### config.mk
export PLATFORM = sky130hd
export DESIGN_NAME = mmu_top
export DESIGN_NICKNAME = d
export VERILOG_FILES = /design/src/rtl/mmu_pkg.sv /design/src/rtl/tlb.sv /design/src/rtl/pte_check.sv /design/src/rtl/walk_fsm.sv /design/src/rtl/mmu_top.sv
export SDC_FILE = /design/constraint.sdc
export NUM_CORES = 1
export LEC_CHECK = 0
export ABC_AREA = 0
export ABC_CLOCK_PERIOD_IN_PS = 7200
export BUFFER_PORTS_ARGS = -buffer_cell sky130_fd_sc_hd__buf_4
export CORE_MARGIN = 8
export CORE_UTILIZATION = 25
export DETAILED_ROUTE_END_ITERATION = 16
export SYNTH_ARGS = -nofsm -noshare
export SYNTH_HDL_FRONTEND = slang
export SYNTH_SLANG_ARGS = --single-unit
### constraint.sdc
create_clock -name CLK -period 7.2 [get_ports CLK]
set_clock_uncertainty 0.1 [all_clocks]
set_input_delay 0.72 -clock CLK [delete_from_list [all_inputs] [get_ports CLK]]
set_output_delay 0.72 -clock CLK [all_outputs]
set_load 0.03 [all_outputs]
### src/rtl/mmu_pkg.sv
/*
 * shared definitions of the Sv32 translation unit
 *   privilege codes and access kinds
 *   PTE bit positions and field widths
 *   page-fault causes and the satp mode bit
 *   vaddr_u, a virtual address seen as a 4 KiB page or a 4 MiB megapage
 */
package mmu_pkg;

    // privilege levels
    localparam logic [1:0] PRIV_U = 2'd0;
    localparam logic [1:0] PRIV_S = 2'd1;
    localparam logic [1:0] PRIV_M = 2'd3;

    // access kinds, each one the index of its permission bit in xwr
    localparam logic [1:0] ACC_READ  = 2'd0;
    localparam logic [1:0] ACC_WRITE = 2'd1;
    localparam logic [1:0] ACC_CODE  = 2'd2;

    // PTE flags
    localparam int PTE_V = 0;
    localparam int PTE_R = 1;
    localparam int PTE_W = 2;
    localparam int PTE_X = 3;
    localparam int PTE_U = 4;
    localparam int PTE_A = 6;
    localparam int PTE_D = 7;
    // lowest bit of the PPN field
    localparam int PTE_PPN = 10;

    localparam int PAGE_OFS_W = 12;
    localparam int VPN_W      = 10;
    localparam int PPN_W      = 20;

    localparam logic [3:0] CAUSE_FETCH_PF = 4'd12;
    localparam logic [3:0] CAUSE_LOAD_PF  = 4'd13;
    localparam logic [3:0] CAUSE_STORE_PF = 4'd15;

    localparam int SATP_MODE_BIT = 31;

    typedef union packed {
        struct packed {
            logic [VPN_W-1:0]      vpn1;
            logic [VPN_W-1:0]      vpn0;
            logic [PAGE_OFS_W-1:0] ofs;
        } page;
        struct packed {
            logic [VPN_W-1:0]            vpn1;
            logic [VPN_W+PAGE_OFS_W-1:0] ofs;
        } mega;
    } vaddr_u;

endpackage

### src/rtl/tlb.sv
/*
 * direct-mapped TLB
 *   combinational lookup on the held VPN
 *   tag and PPN written at the index, valid bits cleared by flush
 */
`timescale 1ns/1ns

module tlb #(
    parameter int ENTRIES = 4
) (
    input  logic                        CLK,
    input  logic                        i_arst_n,
    input  logic                        i_flush,
    input  logic                        i_we,
    input  logic [2*mmu_pkg::VPN_W-1:0] i_vpn,
    input  logic [mmu_pkg::PPN_W-1:0]   i_wppn,
    output logic                        o_hit,
    output logic [mmu_pkg::PPN_W-1:0]   o_ppn
);
    import mmu_pkg::*;

    localparam int IDX_W = $clog2(ENTRIES);
    localparam int TAG_W = 2*VPN_W - IDX_W;

    logic [ENTRIES-1:0] r_valid;
    logic [TAG_W-1:0]   r_tag [ENTRIES];
    logic [PPN_W-1:0]   r_ppn [ENTRIES];

    logic [IDX_W-1:0]   idx;
    logic [TAG_W-1:0]   tag;

    // low VPN bits select the entry
    assign idx = i_vpn[IDX_W-1:0];
    assign tag = i_vpn[2*VPN_W-1:IDX_W];

    assign o_hit = r_valid[idx] && (r_tag[idx] == tag);
    assign o_ppn = r_ppn[idx];

    // flush beats a fill in the same cycle
    always_ff @(posedge CLK or negedge i_arst_n) begin
        if (!i_arst_n) begin
            r_valid <= '0;
        end else if (i_flush) begin
            r_valid <= '0;
        end else if (i_we) begin
            r_valid[idx] <= 1'b1;
        end
    end

    always_ff @(posedge CLK) begin
        if (i_we) begin
            r_tag[idx] <= tag;
            r_ppn[idx] <= i_wppn;
        end
    end

endmodule

### src/rtl/pte_check.sv
/*
 * leaf PTE check
 *   valid, leaf and reserved-encoding tests
 *   U/SUM and MXR permission rules per access kind
 *   physical address for page and megapage, A/D update word
 */
`timescale 1ns/1ns

module pte_check (
    input  logic [31:0]     i_pte,
    input  logic            i_level,
    input  mmu_pkg::vaddr_u i_vaddr,
    input  logic [1:0]      i_acc,
    input  logic [1:0]      i_priv,
    input  logic            i_sum,
    input  logic            i_mxr,
    output logic            o_leaf,
    output logic            o_fault,
    output logic [31:0]     o_paddr,
    output logic            o_need_wb,
    output logic [31:0]     o_pte_wb
);
    import mmu_pkg::*;

    logic [2:0] xwr;
    logic [2:0] xwr_eff;
    logic       is_store;
    logic       bad_enc;
    logic       bad_user;
    logic       bad_perm;

    // bit i of xwr is the permission for access kind i
    assign xwr      = {i_pte[PTE_X], i_pte[PTE_W], i_pte[PTE_R]};
    // MXR makes executable pages readable
    assign xwr_eff  = {xwr[2], xwr[1], xwr[0] | (i_mxr & xwr[2])};
    assign is_store = (i_acc == ACC_WRITE);

    assign o_leaf = |xwr;

    // W without R is reserved
    assign bad_enc  = xwr[1] && !xwr[0];
    assign bad_user = (i_priv == PRIV_S && i_pte[PTE_U] && !i_sum) ||
                      (i_priv == PRIV_U && !i_pte[PTE_U]);
    assign bad_perm = (i_acc == 2'd3) || !xwr_eff[i_acc];

    // a pointer at level 0 has nowhere left to go
    assign o_fault = !i_pte[PTE_V] ||
                     (o_leaf ? (bad_enc || bad_user || bad_perm) : !i_level);

    assign o_paddr = i_level ? {i_pte[PTE_PPN+VPN_W +: VPN_W], i_vaddr.mega.ofs}
                             : {i_pte[PTE_PPN +: PPN_W], i_vaddr.page.ofs};

    assign o_need_wb = !i_pte[PTE_A] || (is_store && !i_pte[PTE_D]);

    always_comb begin
        o_pte_wb        = i_pte;
        o_pte_wb[PTE_A] = 1'b1;
        if (is_store) begin
            o_pte_wb[PTE_D] = 1'b1;
        end
    end

endmodule

### src/rtl/walk_fsm.sv
/*
 * translation FSM
 *   request capture and bare-mode bypass
 *   TLB hit response, two-level page walk over the memory port
 *   A/D write-back and TLB fill
 */
`timescale 1ns/1ns

module walk_fsm (
    input  logic                      CLK,
    input  logic                      i_arst_n,
    input  logic                      i_req_valid,
    output logic                      o_req_ready,
    input  logic [31:0]               i_req_vaddr,
    input  logic [1:0]                i_req_acc,
    input  logic [1:0]                i_priv,
    input  logic [31:0]               i_satp,
    input  logic                      i_sum,
    input  logic                      i_mxr,
    output logic                      o_rsp_valid,
    input  logic                      i_rsp_ready,
    output logic [31:0]               o_rsp_paddr,
    output logic                      o_rsp_fault,
    output logic [3:0]                o_rsp_cause,
    output logic                      o_mem_valid,
    input  logic                      i_mem_ready,
    output logic                      o_mem_we,
    output logic [31:0]               o_mem_addr,
    output logic [31:0]               o_mem_wdata,
    input  logic                      i_mem_rvalid,
    input  logic [31:0]               i_mem_rdata,
    input  logic                      i_code_hit,
    input  logic [mmu_pkg::PPN_W-1:0] i_code_ppn,
    input  logic                      i_read_hit,
    input  logic [mmu_pkg::PPN_W-1:0] i_read_ppn,
    input  logic                      i_write_hit,
    input  logic [mmu_pkg::PPN_W-1:0] i_write_ppn,
    input  logic                      i_chk_leaf,
    input  logic                      i_chk_fault,
    input  logic [31:0]               i_chk_paddr,
    input  logic                      i_chk_need_wb,
    input  logic [31:0]               i_chk_pte_wb,
    output mmu_pkg::vaddr_u           o_vaddr,
    output logic [1:0]                o_acc,
    output logic [1:0]                o_priv,
    output logic                      o_sum,
    output logic                      o_mxr,
    output logic [31:0]               o_pte,
    output logic                      o_level,
    output logic                      o_code_we,
    output logic                      o_read_we,
    output logic                      o_write_we,
    output logic [mmu_pkg::PPN_W-1:0] o_tlb_wppn
);
    import mmu_pkg::*;

    localparam logic [2:0] IDLE      = 3'd0;
    localparam logic [2:0] LOOKUP    = 3'd1;
    localparam logic [2:0] READ_L1   = 3'd2;
    localparam logic [2:0] WAIT_L1   = 3'd3;
    localparam logic [2:0] READ_L0   = 3'd4;
    localparam logic [2:0] WAIT_L0   = 3'd5;
    localparam logic [2:0] WRITE_PTE = 3'd6;
    localparam logic [2:0] RESPOND   = 3'd7;

    logic [2:0]       r_state;
    logic             r_level;
    logic             r_fault;
    vaddr_u           r_vaddr;
    logic [1:0]       r_acc;
    logic [1:0]       r_priv;
    logic             r_sum;
    logic             r_mxr;
    logic [31:0]      r_paddr;
    logic [31:0]      r_pte;
    logic [31:0]      r_pte_addr;

    vaddr_u           req_va;
    logic             bare;
    logic             sel_hit;
    logic [PPN_W-1:0] sel_ppn;
    logic             rd_cmd;
    logic             rd_wait;
    logic             pte_in;
    logic             tlb_fill;

    assign req_va = i_req_vaddr;
    assign bare   = (i_priv == PRIV_M) || !i_satp[SATP_MODE_BIT];

    // hit from the TLB of the held access kind
    always_comb begin
        case (r_acc)
            ACC_CODE: begin
                sel_hit = i_code_hit;
                sel_ppn = i_code_ppn;
            end
            ACC_READ: begin
                sel_hit = i_read_hit;
                sel_ppn = i_read_ppn;
            end
            default: begin
                sel_hit = i_write_hit;
                sel_ppn = i_write_ppn;
            end
        endcase
    end

    assign rd_cmd  = (r_state == READ_L1) || (r_state == READ_L0);
    assign rd_wait = (r_state == WAIT_L1) || (r_state == WAIT_L0);
    // read data may come back in the cycle the command is taken
    assign pte_in  = i_mem_rvalid && ((rd_cmd && i_mem_ready) || rd_wait);

    // checker looks at the PTE on the bus while a read is open
    assign o_pte   = (rd_cmd || rd_wait) ? i_mem_rdata : r_pte;
    assign o_level = r_level;
    assign o_vaddr = r_vaddr;
    assign o_acc   = r_acc;
    assign o_priv  = r_priv;
    assign o_sum   = r_sum;
    assign o_mxr   = r_mxr;

    assign tlb_fill   = (pte_in && i_chk_leaf && !i_chk_fault && !i_chk_need_wb) ||
                        (r_state == WRITE_PTE && i_mem_ready);
    assign o_tlb_wppn = i_chk_paddr[31:PAGE_OFS_W];
    assign o_code_we  = tlb_fill && (r_acc == ACC_CODE);
    assign o_read_we  = tlb_fill && (r_acc == ACC_READ);
    assign o_write_we = tlb_fill && (r_acc == ACC_WRITE);

    assign o_req_ready = (r_state == IDLE);
    // a TLB hit answers straight from LOOKUP
    assign o_rsp_valid = (r_state == RESPOND) || (r_state == LOOKUP && sel_hit);
    assign o_rsp_paddr = (r_state == LOOKUP) ? {sel_ppn, r_vaddr.page.ofs} : r_paddr;
    assign o_rsp_fault = r_fault;
    assign o_rsp_cause = !r_fault              ? 4'd0 :
                         (r_acc == ACC_CODE)   ? CAUSE_FETCH_PF :
                         (r_acc == ACC_READ)   ? CAUSE_LOAD_PF  : CAUSE_STORE_PF;

    assign o_mem_valid = rd_cmd || (r_state == WRITE_PTE);
    assign o_mem_we    = (r_state == WRITE_PTE);
    assign o_mem_addr  = r_pte_addr;
    assign o_mem_wdata = i_chk_pte_wb;

    always_ff @(posedge CLK or negedge i_arst_n) begin
        if (!i_arst_n) begin
            r_state <= IDLE;
            r_level <= 1'b1;
            r_fault <= 1'b0;
        end else begin
            case (r_state)
                IDLE: begin
                    if (i_req_valid) begin
                        r_level <= 1'b1;
                        r_fault <= 1'b0;
                        r_state <= bare ? RESPOND : LOOKUP;
                    end
                end
                LOOKUP: begin
                    if (!sel_hit) begin
                        r_state <= READ_L1;
                    end else if (i_rsp_ready) begin
                        r_state <= IDLE;
                    end else begin
                        r_state <= RESPOND;
                    end
                end
                READ_L1, WAIT_L1, READ_L0, WAIT_L0: begin
                    if (pte_in) begin
                        if (i_chk_fault) begin
                            r_fault <= 1'b1;
                            r_state <= RESPOND;
                        end else if (!i_chk_leaf) begin
                            r_level <= 1'b0;
                            r_state <= READ_L0;
                        end else begin
                            r_state <= i_chk_need_wb ? WRITE_PTE : RESPOND;
                        end
                    end else if (rd_cmd && i_mem_ready) begin
                        r_state <= r_level ? WAIT_L1 : WAIT_L0;
                    end
                end
                WRITE_PTE: begin
                    if (i_mem_ready) begin
                        r_state <= RESPOND;
                    end
                end
                default: begin
                    if (i_rsp_ready) begin
                        r_state <= IDLE;
                    end
                end
            endcase
        end
    end

    always_ff @(posedge CLK) begin
        if (r_state == IDLE && i_req_valid) begin
            r_vaddr    <= req_va;
            r_acc      <= i_req_acc;
            r_priv     <= i_priv;
            r_sum      <= i_sum;
            r_mxr      <= i_mxr;
            r_paddr    <= i_req_vaddr;
            // level-1 entry at satp.PPN * 4096 + vpn1 * 4
            r_pte_addr <= {i_satp[PPN_W-1:0], req_va.page.vpn1, 2'b00};
        end
        if (r_state == LOOKUP) begin
            r_paddr <= {sel_ppn, r_vaddr.page.ofs};
        end
        if (pte_in) begin
            r_pte   <= i_mem_rdata;
            r_paddr <= i_chk_fault ? 32'd0 : i_chk_paddr;
            if (!i_chk_leaf) begin
                r_pte_addr <= {i_mem_rdata[PTE_PPN +: PPN_W], r_vaddr.page.vpn0, 2'b00};
            end
        end
    end

endmodule

### src/rtl/mmu_top.sv
/*
 * Sv32 address translation unit
 *   fetch, load and store TLBs
 *   leaf PTE checker and walk FSM on one memory port
 */
`timescale 1ns/1ns

module mmu_top #(
    parameter int TLB_ENTRIES = 4
) (
    input  logic        CLK,
    input  logic        i_arst_n,
    input  logic        i_req_valid,
    output logic        o_req_ready,
    input  logic [31:0] i_req_vaddr,
    input  logic [1:0]  i_req_acc,
    input  logic [1:0]  i_priv,
    input  logic [31:0] i_satp,
    input  logic        i_sum,
    input  logic        i_mxr,
    input  logic        i_flush,
    output logic        o_rsp_valid,
    input  logic        i_rsp_ready,
    output logic [31:0] o_rsp_paddr,
    output logic        o_rsp_fault,
    output logic [3:0]  o_rsp_cause,
    output logic        o_mem_valid,
    input  logic        i_mem_ready,
    output logic        o_mem_we,
    output logic [31:0] o_mem_addr,
    output logic [31:0] o_mem_wdata,
    input  logic        i_mem_rvalid,
    input  logic [31:0] i_mem_rdata
);
    import mmu_pkg::*;

    // held request
    vaddr_u           vaddr;
    logic [1:0]       acc;
    logic [1:0]       priv;
    logic             sum;
    logic             mxr;
    logic [31:0]      pte;
    logic             level;

    // TLB lookups and fills
    logic             code_hit;
    logic             read_hit;
    logic             write_hit;
    logic [PPN_W-1:0] code_ppn;
    logic [PPN_W-1:0] read_ppn;
    logic [PPN_W-1:0] write_ppn;
    logic             code_we;
    logic             read_we;
    logic             write_we;
    logic [PPN_W-1:0] wppn;

    // checker results
    logic             chk_leaf;
    logic             chk_fault;
    logic [31:0]      chk_paddr;
    logic             chk_need_wb;
    logic [31:0]      chk_pte_wb;

    walk_fsm walk_fsm_i (
        .CLK           (CLK),
        .i_arst_n      (i_arst_n),
        .i_req_valid   (i_req_valid),
        .o_req_ready   (o_req_ready),
        .i_req_vaddr   (i_req_vaddr),
        .i_req_acc     (i_req_acc),
        .i_priv        (i_priv),
        .i_satp        (i_satp),
        .i_sum         (i_sum),
        .i_mxr         (i_mxr),
        .o_rsp_valid   (o_rsp_valid),
        .i_rsp_ready   (i_rsp_ready),
        .o_rsp_paddr   (o_rsp_paddr),
        .o_rsp_fault   (o_rsp_fault),
        .o_rsp_cause   (o_rsp_cause),
        .o_mem_valid   (o_mem_valid),
        .i_mem_ready   (i_mem_ready),
        .o_mem_we      (o_mem_we),
        .o_mem_addr    (o_mem_addr),
        .o_mem_wdata   (o_mem_wdata),
        .i_mem_rvalid  (i_mem_rvalid),
        .i_mem_rdata   (i_mem_rdata),
        .i_code_hit    (code_hit),
        .i_code_ppn    (code_ppn),
        .i_read_hit    (read_hit),
        .i_read_ppn    (read_ppn),
        .i_write_hit   (write_hit),
        .i_write_ppn   (write_ppn),
        .i_chk_leaf    (chk_leaf),
        .i_chk_fault   (chk_fault),
        .i_chk_paddr   (chk_paddr),
        .i_chk_need_wb (chk_need_wb),
        .i_chk_pte_wb  (chk_pte_wb),
        .o_vaddr       (vaddr),
        .o_acc         (acc),
        .o_priv        (priv),
        .o_sum         (sum),
        .o_mxr         (mxr),
        .o_pte         (pte),
        .o_level       (level),
        .o_code_we     (code_we),
        .o_read_we     (read_we),
        .o_write_we    (write_we),
        .o_tlb_wppn    (wppn)
    );

    // one TLB per access kind, all indexed by the held VPN
    tlb #(.ENTRIES(TLB_ENTRIES)) tlb_code_i (
        .CLK      (CLK),
        .i_arst_n (i_arst_n),
        .i_flush  (i_flush),
        .i_we     (code_we),
        .i_vpn    (vaddr[31:PAGE_OFS_W]),
        .i_wppn   (wppn),
        .o_hit    (code_hit),
        .o_ppn    (code_ppn)
    );

    tlb #(.ENTRIES(TLB_ENTRIES)) tlb_read_i (
        .CLK      (CLK),
        .i_arst_n (i_arst_n),
        .i_flush  (i_flush),
        .i_we     (read_we),
        .i_vpn    (vaddr[31:PAGE_OFS_W]),
        .i_wppn   (wppn),
        .o_hit    (read_hit),
        .o_ppn    (read_ppn)
    );

    tlb #(.ENTRIES(TLB_ENTRIES)) tlb_write_i (
        .CLK      (CLK),
        .i_arst_n (i_arst_n),
        .i_flush  (i_flush),
        .i_we     (write_we),
        .i_vpn    (vaddr[31:PAGE_OFS_W]),
        .i_wppn   (wppn),
        .o_hit    (write_hit),
        .o_ppn    (write_ppn)
    );

    pte_check pte_check_i (
        .i_pte     (pte),
        .i_level   (level),
        .i_vaddr   (vaddr),
        .i_acc     (acc),
        .i_priv    (priv),
        .i_sum     (sum),
        .i_mxr     (mxr),
        .o_leaf    (chk_leaf),
        .o_fault   (chk_fault),
        .o_paddr   (chk_paddr),
        .o_need_wb (chk_need_wb),
        .o_pte_wb  (chk_pte_wb)
    );

endmodule

==> results of run 1 <==
layout by cell type, fill, tap and decap left out, types with 7 or more instances in the layout:
cell type / n
edfxtp_1: 557
nand2_1: 302
buf_4: 237
mux4_2: 106
nor2_1: 61
clkbuf_16: 60
mux2i_1: 47
a31oi_1: 34
xor2_1: 33
dfxtp_1: 32
o21ai_0: 29
clkbuf_1: 27
xnor2_1: 26
a21boi_0: 20
o22ai_1: 20
a21oi_1: 20
dfrtp_1: 16
mux2_2: 13
a22o_1: 12
nor2_4: 10
clkinv_2: 9
clkinv_1: 9
nand2b_1: 7
nor4_1: 7
inv_1: 7
per-stage QoR:
stage	setup slack, ps	cells	total power, mW
floorplan	1980	1533	7.07
global placement	2380	2956	8.49
detailed placement	2320	2956	8.57
CTS	1750	3069	11.5
global route	1490	3069	11.9
finish	1850	3070	11.4
path summary, 6_finish.rpt:
path                                      startpoint                        end  cells after the start
setup / recovery                                flop                o_rsp_valid                     10
hold / removal                       i_req_vaddr[18]     walk_fsm_i.o_vaddr[18]                      1
setup reg to reg               walk_fsm_i.r_state[1]   tlb_write_i.r_tag[0][17]                      8
min in group asynchronous                   i_arst_n      walk_fsm_i.r_state[2]                      2
hold reg to reg            walk_fsm_i.o_mem_addr[31]  walk_fsm_i.o_mem_addr[31]                      2
max in group asynchronous                   i_arst_n         walk_fsm_i.o_level                      2
cell usage after synthesis, drive strengths merged, types with 6 or more instances:
library cell | number | area [µm²]
edfxtp | 557 | 16700
nand2 | 306 | 1150
mux4 | 106 | 2390
nor2 | 71 | 267
clkbuf | 57 | 214
mux2i | 47 | 470
buf | 44 | 240
a31oi | 34 | 213
dfxtp | 34 | 681
xor2 | 34 | 305
o21ai | 30 | 150
xnor2 | 27 | 244
a21boi | 20 | 150
a21oi | 20 | 100
o22ai | 20 | 125
dfrtp | 16 | 400
mux2 | 13 | 146
a22o | 12 | 105
inv | 8 | 30.0
nor3 | 8 | 45.0
nand2b | 7 | 43.8
nor4 | 7 | 43.8
nand4 | 6 | 37.5
report_power, final:
| part | internal [mW] | total, mW | switching (mW) |
|---|---|---|---|
| clock network | 1.60 | 2.95 | 1.35 |
| logic | 1.18 | 3.72 | 2.54 |
| registers | 4.51 | 4.75 | 0.247 |
cell type report:
cell class                 instances  area, µm²
multi-input combinational        815       6490
sequential                       608      17800
antenna                            1       2.50
timing repair buffer             238       1790
tap                             1287       1610
clock buffer                      88       1620
fill                            9711      68500
inverter                           9       35.0
clock inverter                    24        208
metal layers:
metal | global-route usage | part of all wire | vias to the layer above
li1 | - | - | 6240
met1 | 0.173 | 0.44 | 7352
met2 | 0.189 | 0.45 | 602
met3 | 0.0303 | 0.086 | 81
met4 | 0.0325 | 0.021 | 0
met5 | 0 | 0 | -
cells by family (layout without fill, tap and decap cells):
logic type	Yosys count	after routing	synth area share
compound gates	160	160	0.0438
mux	166	166	0.122
buf+inv	110	359	0.0198
simple gates	427	427	0.0699
other cells	1	2	0.000152
flops	608	608	0.722
xor+xnor	61	61	0.0223
worst max-delay path, cell delays in order (launching register included):
cell,delay (ps)
dfxtp_4,900
buf_4,680
mux4_2,600
xnor2_1,190
nand4_1,320
nor2_1,190
nand4_1,210
o311ai_1,290
a21oi_1,200
inv_1,110
buf_4,160
state kept, by name, summed over array words and instances, names as in the netlist, 3 cells and up, named ones only:
register               flops
walk_fsm_i.r_paddr        32
tlb_code_i.r_tag          72
tlb_code_i.r_ppn          80
tlb_write_i.r_tag         72
tlb_code_i.r_valid         4
tlb_read_i.r_tag          72
walk_fsm_i.o_vaddr        32
tlb_read_i.r_ppn          80
walk_fsm_i.r_pte          31
walk_fsm_i.r_state         3
walk_fsm_i.o_mem_addr     32
tlb_write_i.r_ppn         80
tlb_read_i.r_valid         4
tlb_write_i.r_valid        4
==> flow_summary.yaml, run 1 <==
outcome:
  status: "finished clean"
synthesis:
  synth_area_um2: 24700
  synth_cell_types: 59
  syn_inst: 1533
  synth-seq-cells: 608
  syn_avg_cell_area_um2: 16.1
  ys_seq_area_frac: 0.722
  synth_flop_cell: "edfxtp_1"
  syn_nets: 1642
  yosysWarnings: 0
  postSynth.asyncResetShare: 0.0280
  synth_edf_count: 557
cells_and_area:
  drive_gt1_frac: 0.259
  area_growth_pct: 19.9
  final_nets: 1841
  post-route-util: 0.302
  final_area_um2: 29600
pwr:
  pwr_density_cell_nw_per_um2: 386
  vdd_drop_max_mv: 0.321
  power_leakage_nw: 10.1
clock_tree:
  cts_max_level: 2
  clock_latency_ps: 660
  clockBufferDepth: 3
  path_clk_slew_ps: 60
  cts_sinks: 608
  cts_tree: "done"
  cts_hold_buf: 1
  cts_resized: 0
  cts_inserted_buffers: 60
  root_buffer: "clkbuf_16"
  post-cts-setup-buffer-count: 0
hold_path:
  worstHoldPathType: "input port to flop"
setup_path:
  worstSetupPathType: "flop to output port"
  crit_required_ps: 6380
  critPathMaxFanout: 42
  cp.arrival_ps: 4530
  cp-end-kind: "output port"
  ff2ff_setup_slack_ps: 2390
  setup.worst_path.start_class: "flop"
sta:
  whs_ps: 141
  finalCritPeriodShare: 0.743
  setup_viol: 0
  slew_viol_final: 0
  final.setup.tns_ps: 0
  fin_crit_ps: 5350
  slew-limit-headroom: 0.230
  worstMarginPinSlew_ps: 1150
  finalHoldViolations: 0
  rsz0062_at_grt: "false"
  fmax_mhz: 187
detailed_routing:
  drc: 0
  drt_iter0_drc: 1510
  vias: 14300
  wl_per_cell_um: 22.4
  dr.pass1.iters: 6
  wirelength_mm: 68.8
  drtAntennaViolNets: 0
  vias_per_cell: 4.65
global_routing:
  grt_max_degree: 75
  antenna_found_initial: 7
  grt_usage: 0.123
  grt_pass1_wl_mm: 99.7
  grt-ovfl-total: 0
  grt_pass1_vias: 14600
floorplanning:
  row_count: 115
  initial_core_util: 0.252
  die_w_um: 330
  core_area_um2: 98100
  ios: 214
  die_h_um: 330
  die-area_um2: 109000
flow_run:
  maxCapViolCount: 0
placed_design:
  gp_congestion: 0.788
  buffer_ports.inserted: 201
  place_area_um2: 27800
  dpl.hpwl_mm: 43.1
Note: power is estimated with default switching activity, not from simulation.
==> inputs of run 2 (changes only) <==
--- a/config.mk
+++ b/config.mk
@@ -6,7 +6,7 @@
 export NUM_CORES = 1
 export LEC_CHECK = 0
 export ABC_AREA = 0
-export ABC_CLOCK_PERIOD_IN_PS = 7200
+export ABC_CLOCK_PERIOD_IN_PS = 5100
 export BUFFER_PORTS_ARGS = -buffer_cell sky130_fd_sc_hd__buf_4
 export CORE_MARGIN = 8
 export CORE_UTILIZATION = 25
==> constraint.sdc (replaced) <==
create_clock -name CLK -period 5.1 [get_ports CLK]
set_clock_uncertainty 0.1 [all_clocks]
set_input_delay 0.51 -clock CLK [delete_from_list [all_inputs] [get_ports CLK]]
set_output_delay 0.51 -clock CLK [all_outputs]
set_load 0.03 [all_outputs]
==> run 2 against run 1 <==
Compared with the run above:
- via count up 1.9%
- non-clock buffer count grew 72
- die area stayed put
- worst hold slack got worse by 110 ps
- largest power group unchanged
==> flow_summary.yaml, run 2 (same netlist as run 1, synthesis figures left out) <==
detailed_routing:
  vias_per_cell: 4.63
  dr.pass1.iters: 5
  drt_iter0_drc: 1283
  drtAntennaViolNets: 0
  wirelength_mm: 69.8
  drc: 0
  vias: 14500
  wl_per_cell_um: 22.2
placed_design:
  dpl_worst_slack_ps: 1050
  buffer_ports.inserted: 201
  place_inst: 2961
  dpl.hpwl_mm: 43.4
  gp_congestion: 0.793
outcome:
  status: "finished clean"
setup_path:
  critPathMaxFanout: 41
  cp_top_family: "buffers and inverters"
  worst-path-buf-inv: 4
  regToRegStartpoint: "walk_fsm_i.r_state[1]"
  cpPeakStageDelay_ps: 560
  setup.worst_path.start_class: "flop"
  crit_required_ps: 4490
  cp.arrival_ps: 3730
  ff2ff_path_depth: 8
  cp-end-kind: "output port"
  cpMostUsedCell: "buf_4"
  crit_cells: 10
  worstPathCellList: "buf_12, mux4_2, xor2_1, nor4_1, nand2_1, o311ai_1, buf_4, a21oi_1, inv_1, buf_4"
  worstSetupPathType: "flop to output port"
  cp_slowest_cell: "mux4_2"
global_routing:
  grt_max_degree: 67
  grt_usage: 0.125
  antenna_found_initial: 8
  grt_pass1_wl_mm: 101
  grt-ovfl-total: 0
  grt_pass1_vias: 15000
floorplanning:
  core_area_um2: 98100
  initial_core_util: 0.252
  die_h_um: 330
  row_count: 115
  die_w_um: 330
  die-area_um2: 109000
  ios: 214
sta:
  final.setup.tns_ps: 0
  fmax_mhz: 231
  fin_crit_ps: 4340
  setup_viol: 0
  finalCritPeriodShare: 0.850
  finalHoldViolations: 0
  slew_viol_final: 0
  worstMarginPinSlew_ps: 988
  rsz0062_at_grt: "false"
  slew-limit-headroom: 0.341
  worst_slack_ps: 764
cells_and_area:
  reg_top3: "tlb_code_i.r_ppn: 80 flops, tlb_read_i.r_ppn: 80 flops, tlb_write_i.r_ppn: 80 flops"
  final_cell_mix: "edfxtp_1, nand2_1, buf_4, mux4_2, dlygate4sd3_1"
  area_growth_pct: 24.5
  final_nets: 1914
  fillerInstances: 9557
  post-route-util: 0.313
  drive_gt1_frac: 0.263
  n_antenna_cell: 0
  final_cells: 3144
  final_common_cell: "edfxtp_1"
clock_tree:
  cts_resized: 0
  cts_inserted_buffers: 61
  cts_tree: "done"
  clock_latency_ps: 660
  path_clk_slew_ps: 70
  clockBufferDepth: 3
  cts_sinks: 608
  cts_max_level: 2
  root_buffer: "clkbuf_16"
hold_path:
  holdCritStartpoint: "i_mem_rdata[26]"
  whs_path_depth: 1
  worstHoldPathType: "input port to flop"
pwr:
  vdd_drop_max_mv: 0.412
  power_leakage_nw: 10.6
  pwr_density_cell_nw_per_um2: 547
flow_run:
  maxCapViolCount: 0
run 2: changes by cell type in the layout (fill, tap and decap cells not counted), sizes merged, moves of 4 or more:
cell and delta:
buf +5, clkinv +5, bufinv +10, clkinvlp +4
dlygate4sd3 +67, clkbuf -17
run 2: worst paths after layout:
kind                                             endpoint  slack, ps
worst max-delay path                          o_rsp_valid        760
worst max register to register   tlb_write_i.r_tag[0][12]        970
worst min register to register  walk_fsm_i.o_mem_addr[12]        370
min in group asynchronous           tlb_code_i.r_valid[0]        200
worst min-delay path                 walk_fsm_i.r_pte[26]         30
max in group asynchronous              walk_fsm_i.o_level       4450
run 2: report_power, final:
| part | leakage [nW] | internal (mW) | switching [mW] |
|---|---|---|---|
| logic | 4.03 | 1.73 | 3.60 |
| registers | 5.56 | 6.36 | 0.332 |
| clock network | 1.05 | 2.82 | 1.97 |
| total | 10.6 | 10.9 | 5.91 |
run 2: layout make-up:
class | count | area [µm²] | share of cell area
clock buffers | 71 | 1590 | 0.0519
clock inverters | 44 | 591 | 0.0192
inverters | 9 | 35.0 | 0.00114
multi-input cells | 815 | 6510 | 0.212
flip-flops and latches | 608 | 17800 | 0.581
well taps | 1287 | 1610 | 0.0524
repair buffers | 310 | 2550 | 0.0829
run 2: repair_timing:
action | 4_1_cts | 5_1_grt
buffers inserted | 0 | 0
hold buffers | 68 | 0
hold endpoints to repair | 96 | 0
setup endpoints to repair | 0 | 0
run 2: metrics by stage:
step	area, µm²	total power [mW]	hold slack, ps
final	30700	16.8	28.6
after global routing	30700	17.5	8.41
after floorplan	24700	9.98	114
after detailed placement	27900	12.1	288
after CTS	30700	17.0	3.60
after global placement	27900	12.0	283
run 2: worst register-to-register path: cells and delay by family (launching register included):
family                 cells  cell delay [ps]
flip-flops                 1              810
buffers and inverters      1              590
AND/OR/NAND/NOR            2              530
AO/OA/AOI/OAI              2              670
XOR/XNOR                   1              280
multiplexers               2              670
run 2: per-layer routing:
layer / vias up / GRT usage / wire [µm]
li1: 6387 / - / -
met1: 7464 / 0.170 / 30500
met2: 575 / 0.194 / 31400
met3: 117 / 0.0340 / 5880
met4: 6 / 0.0397 / 1960
met5: - / 0 / 41
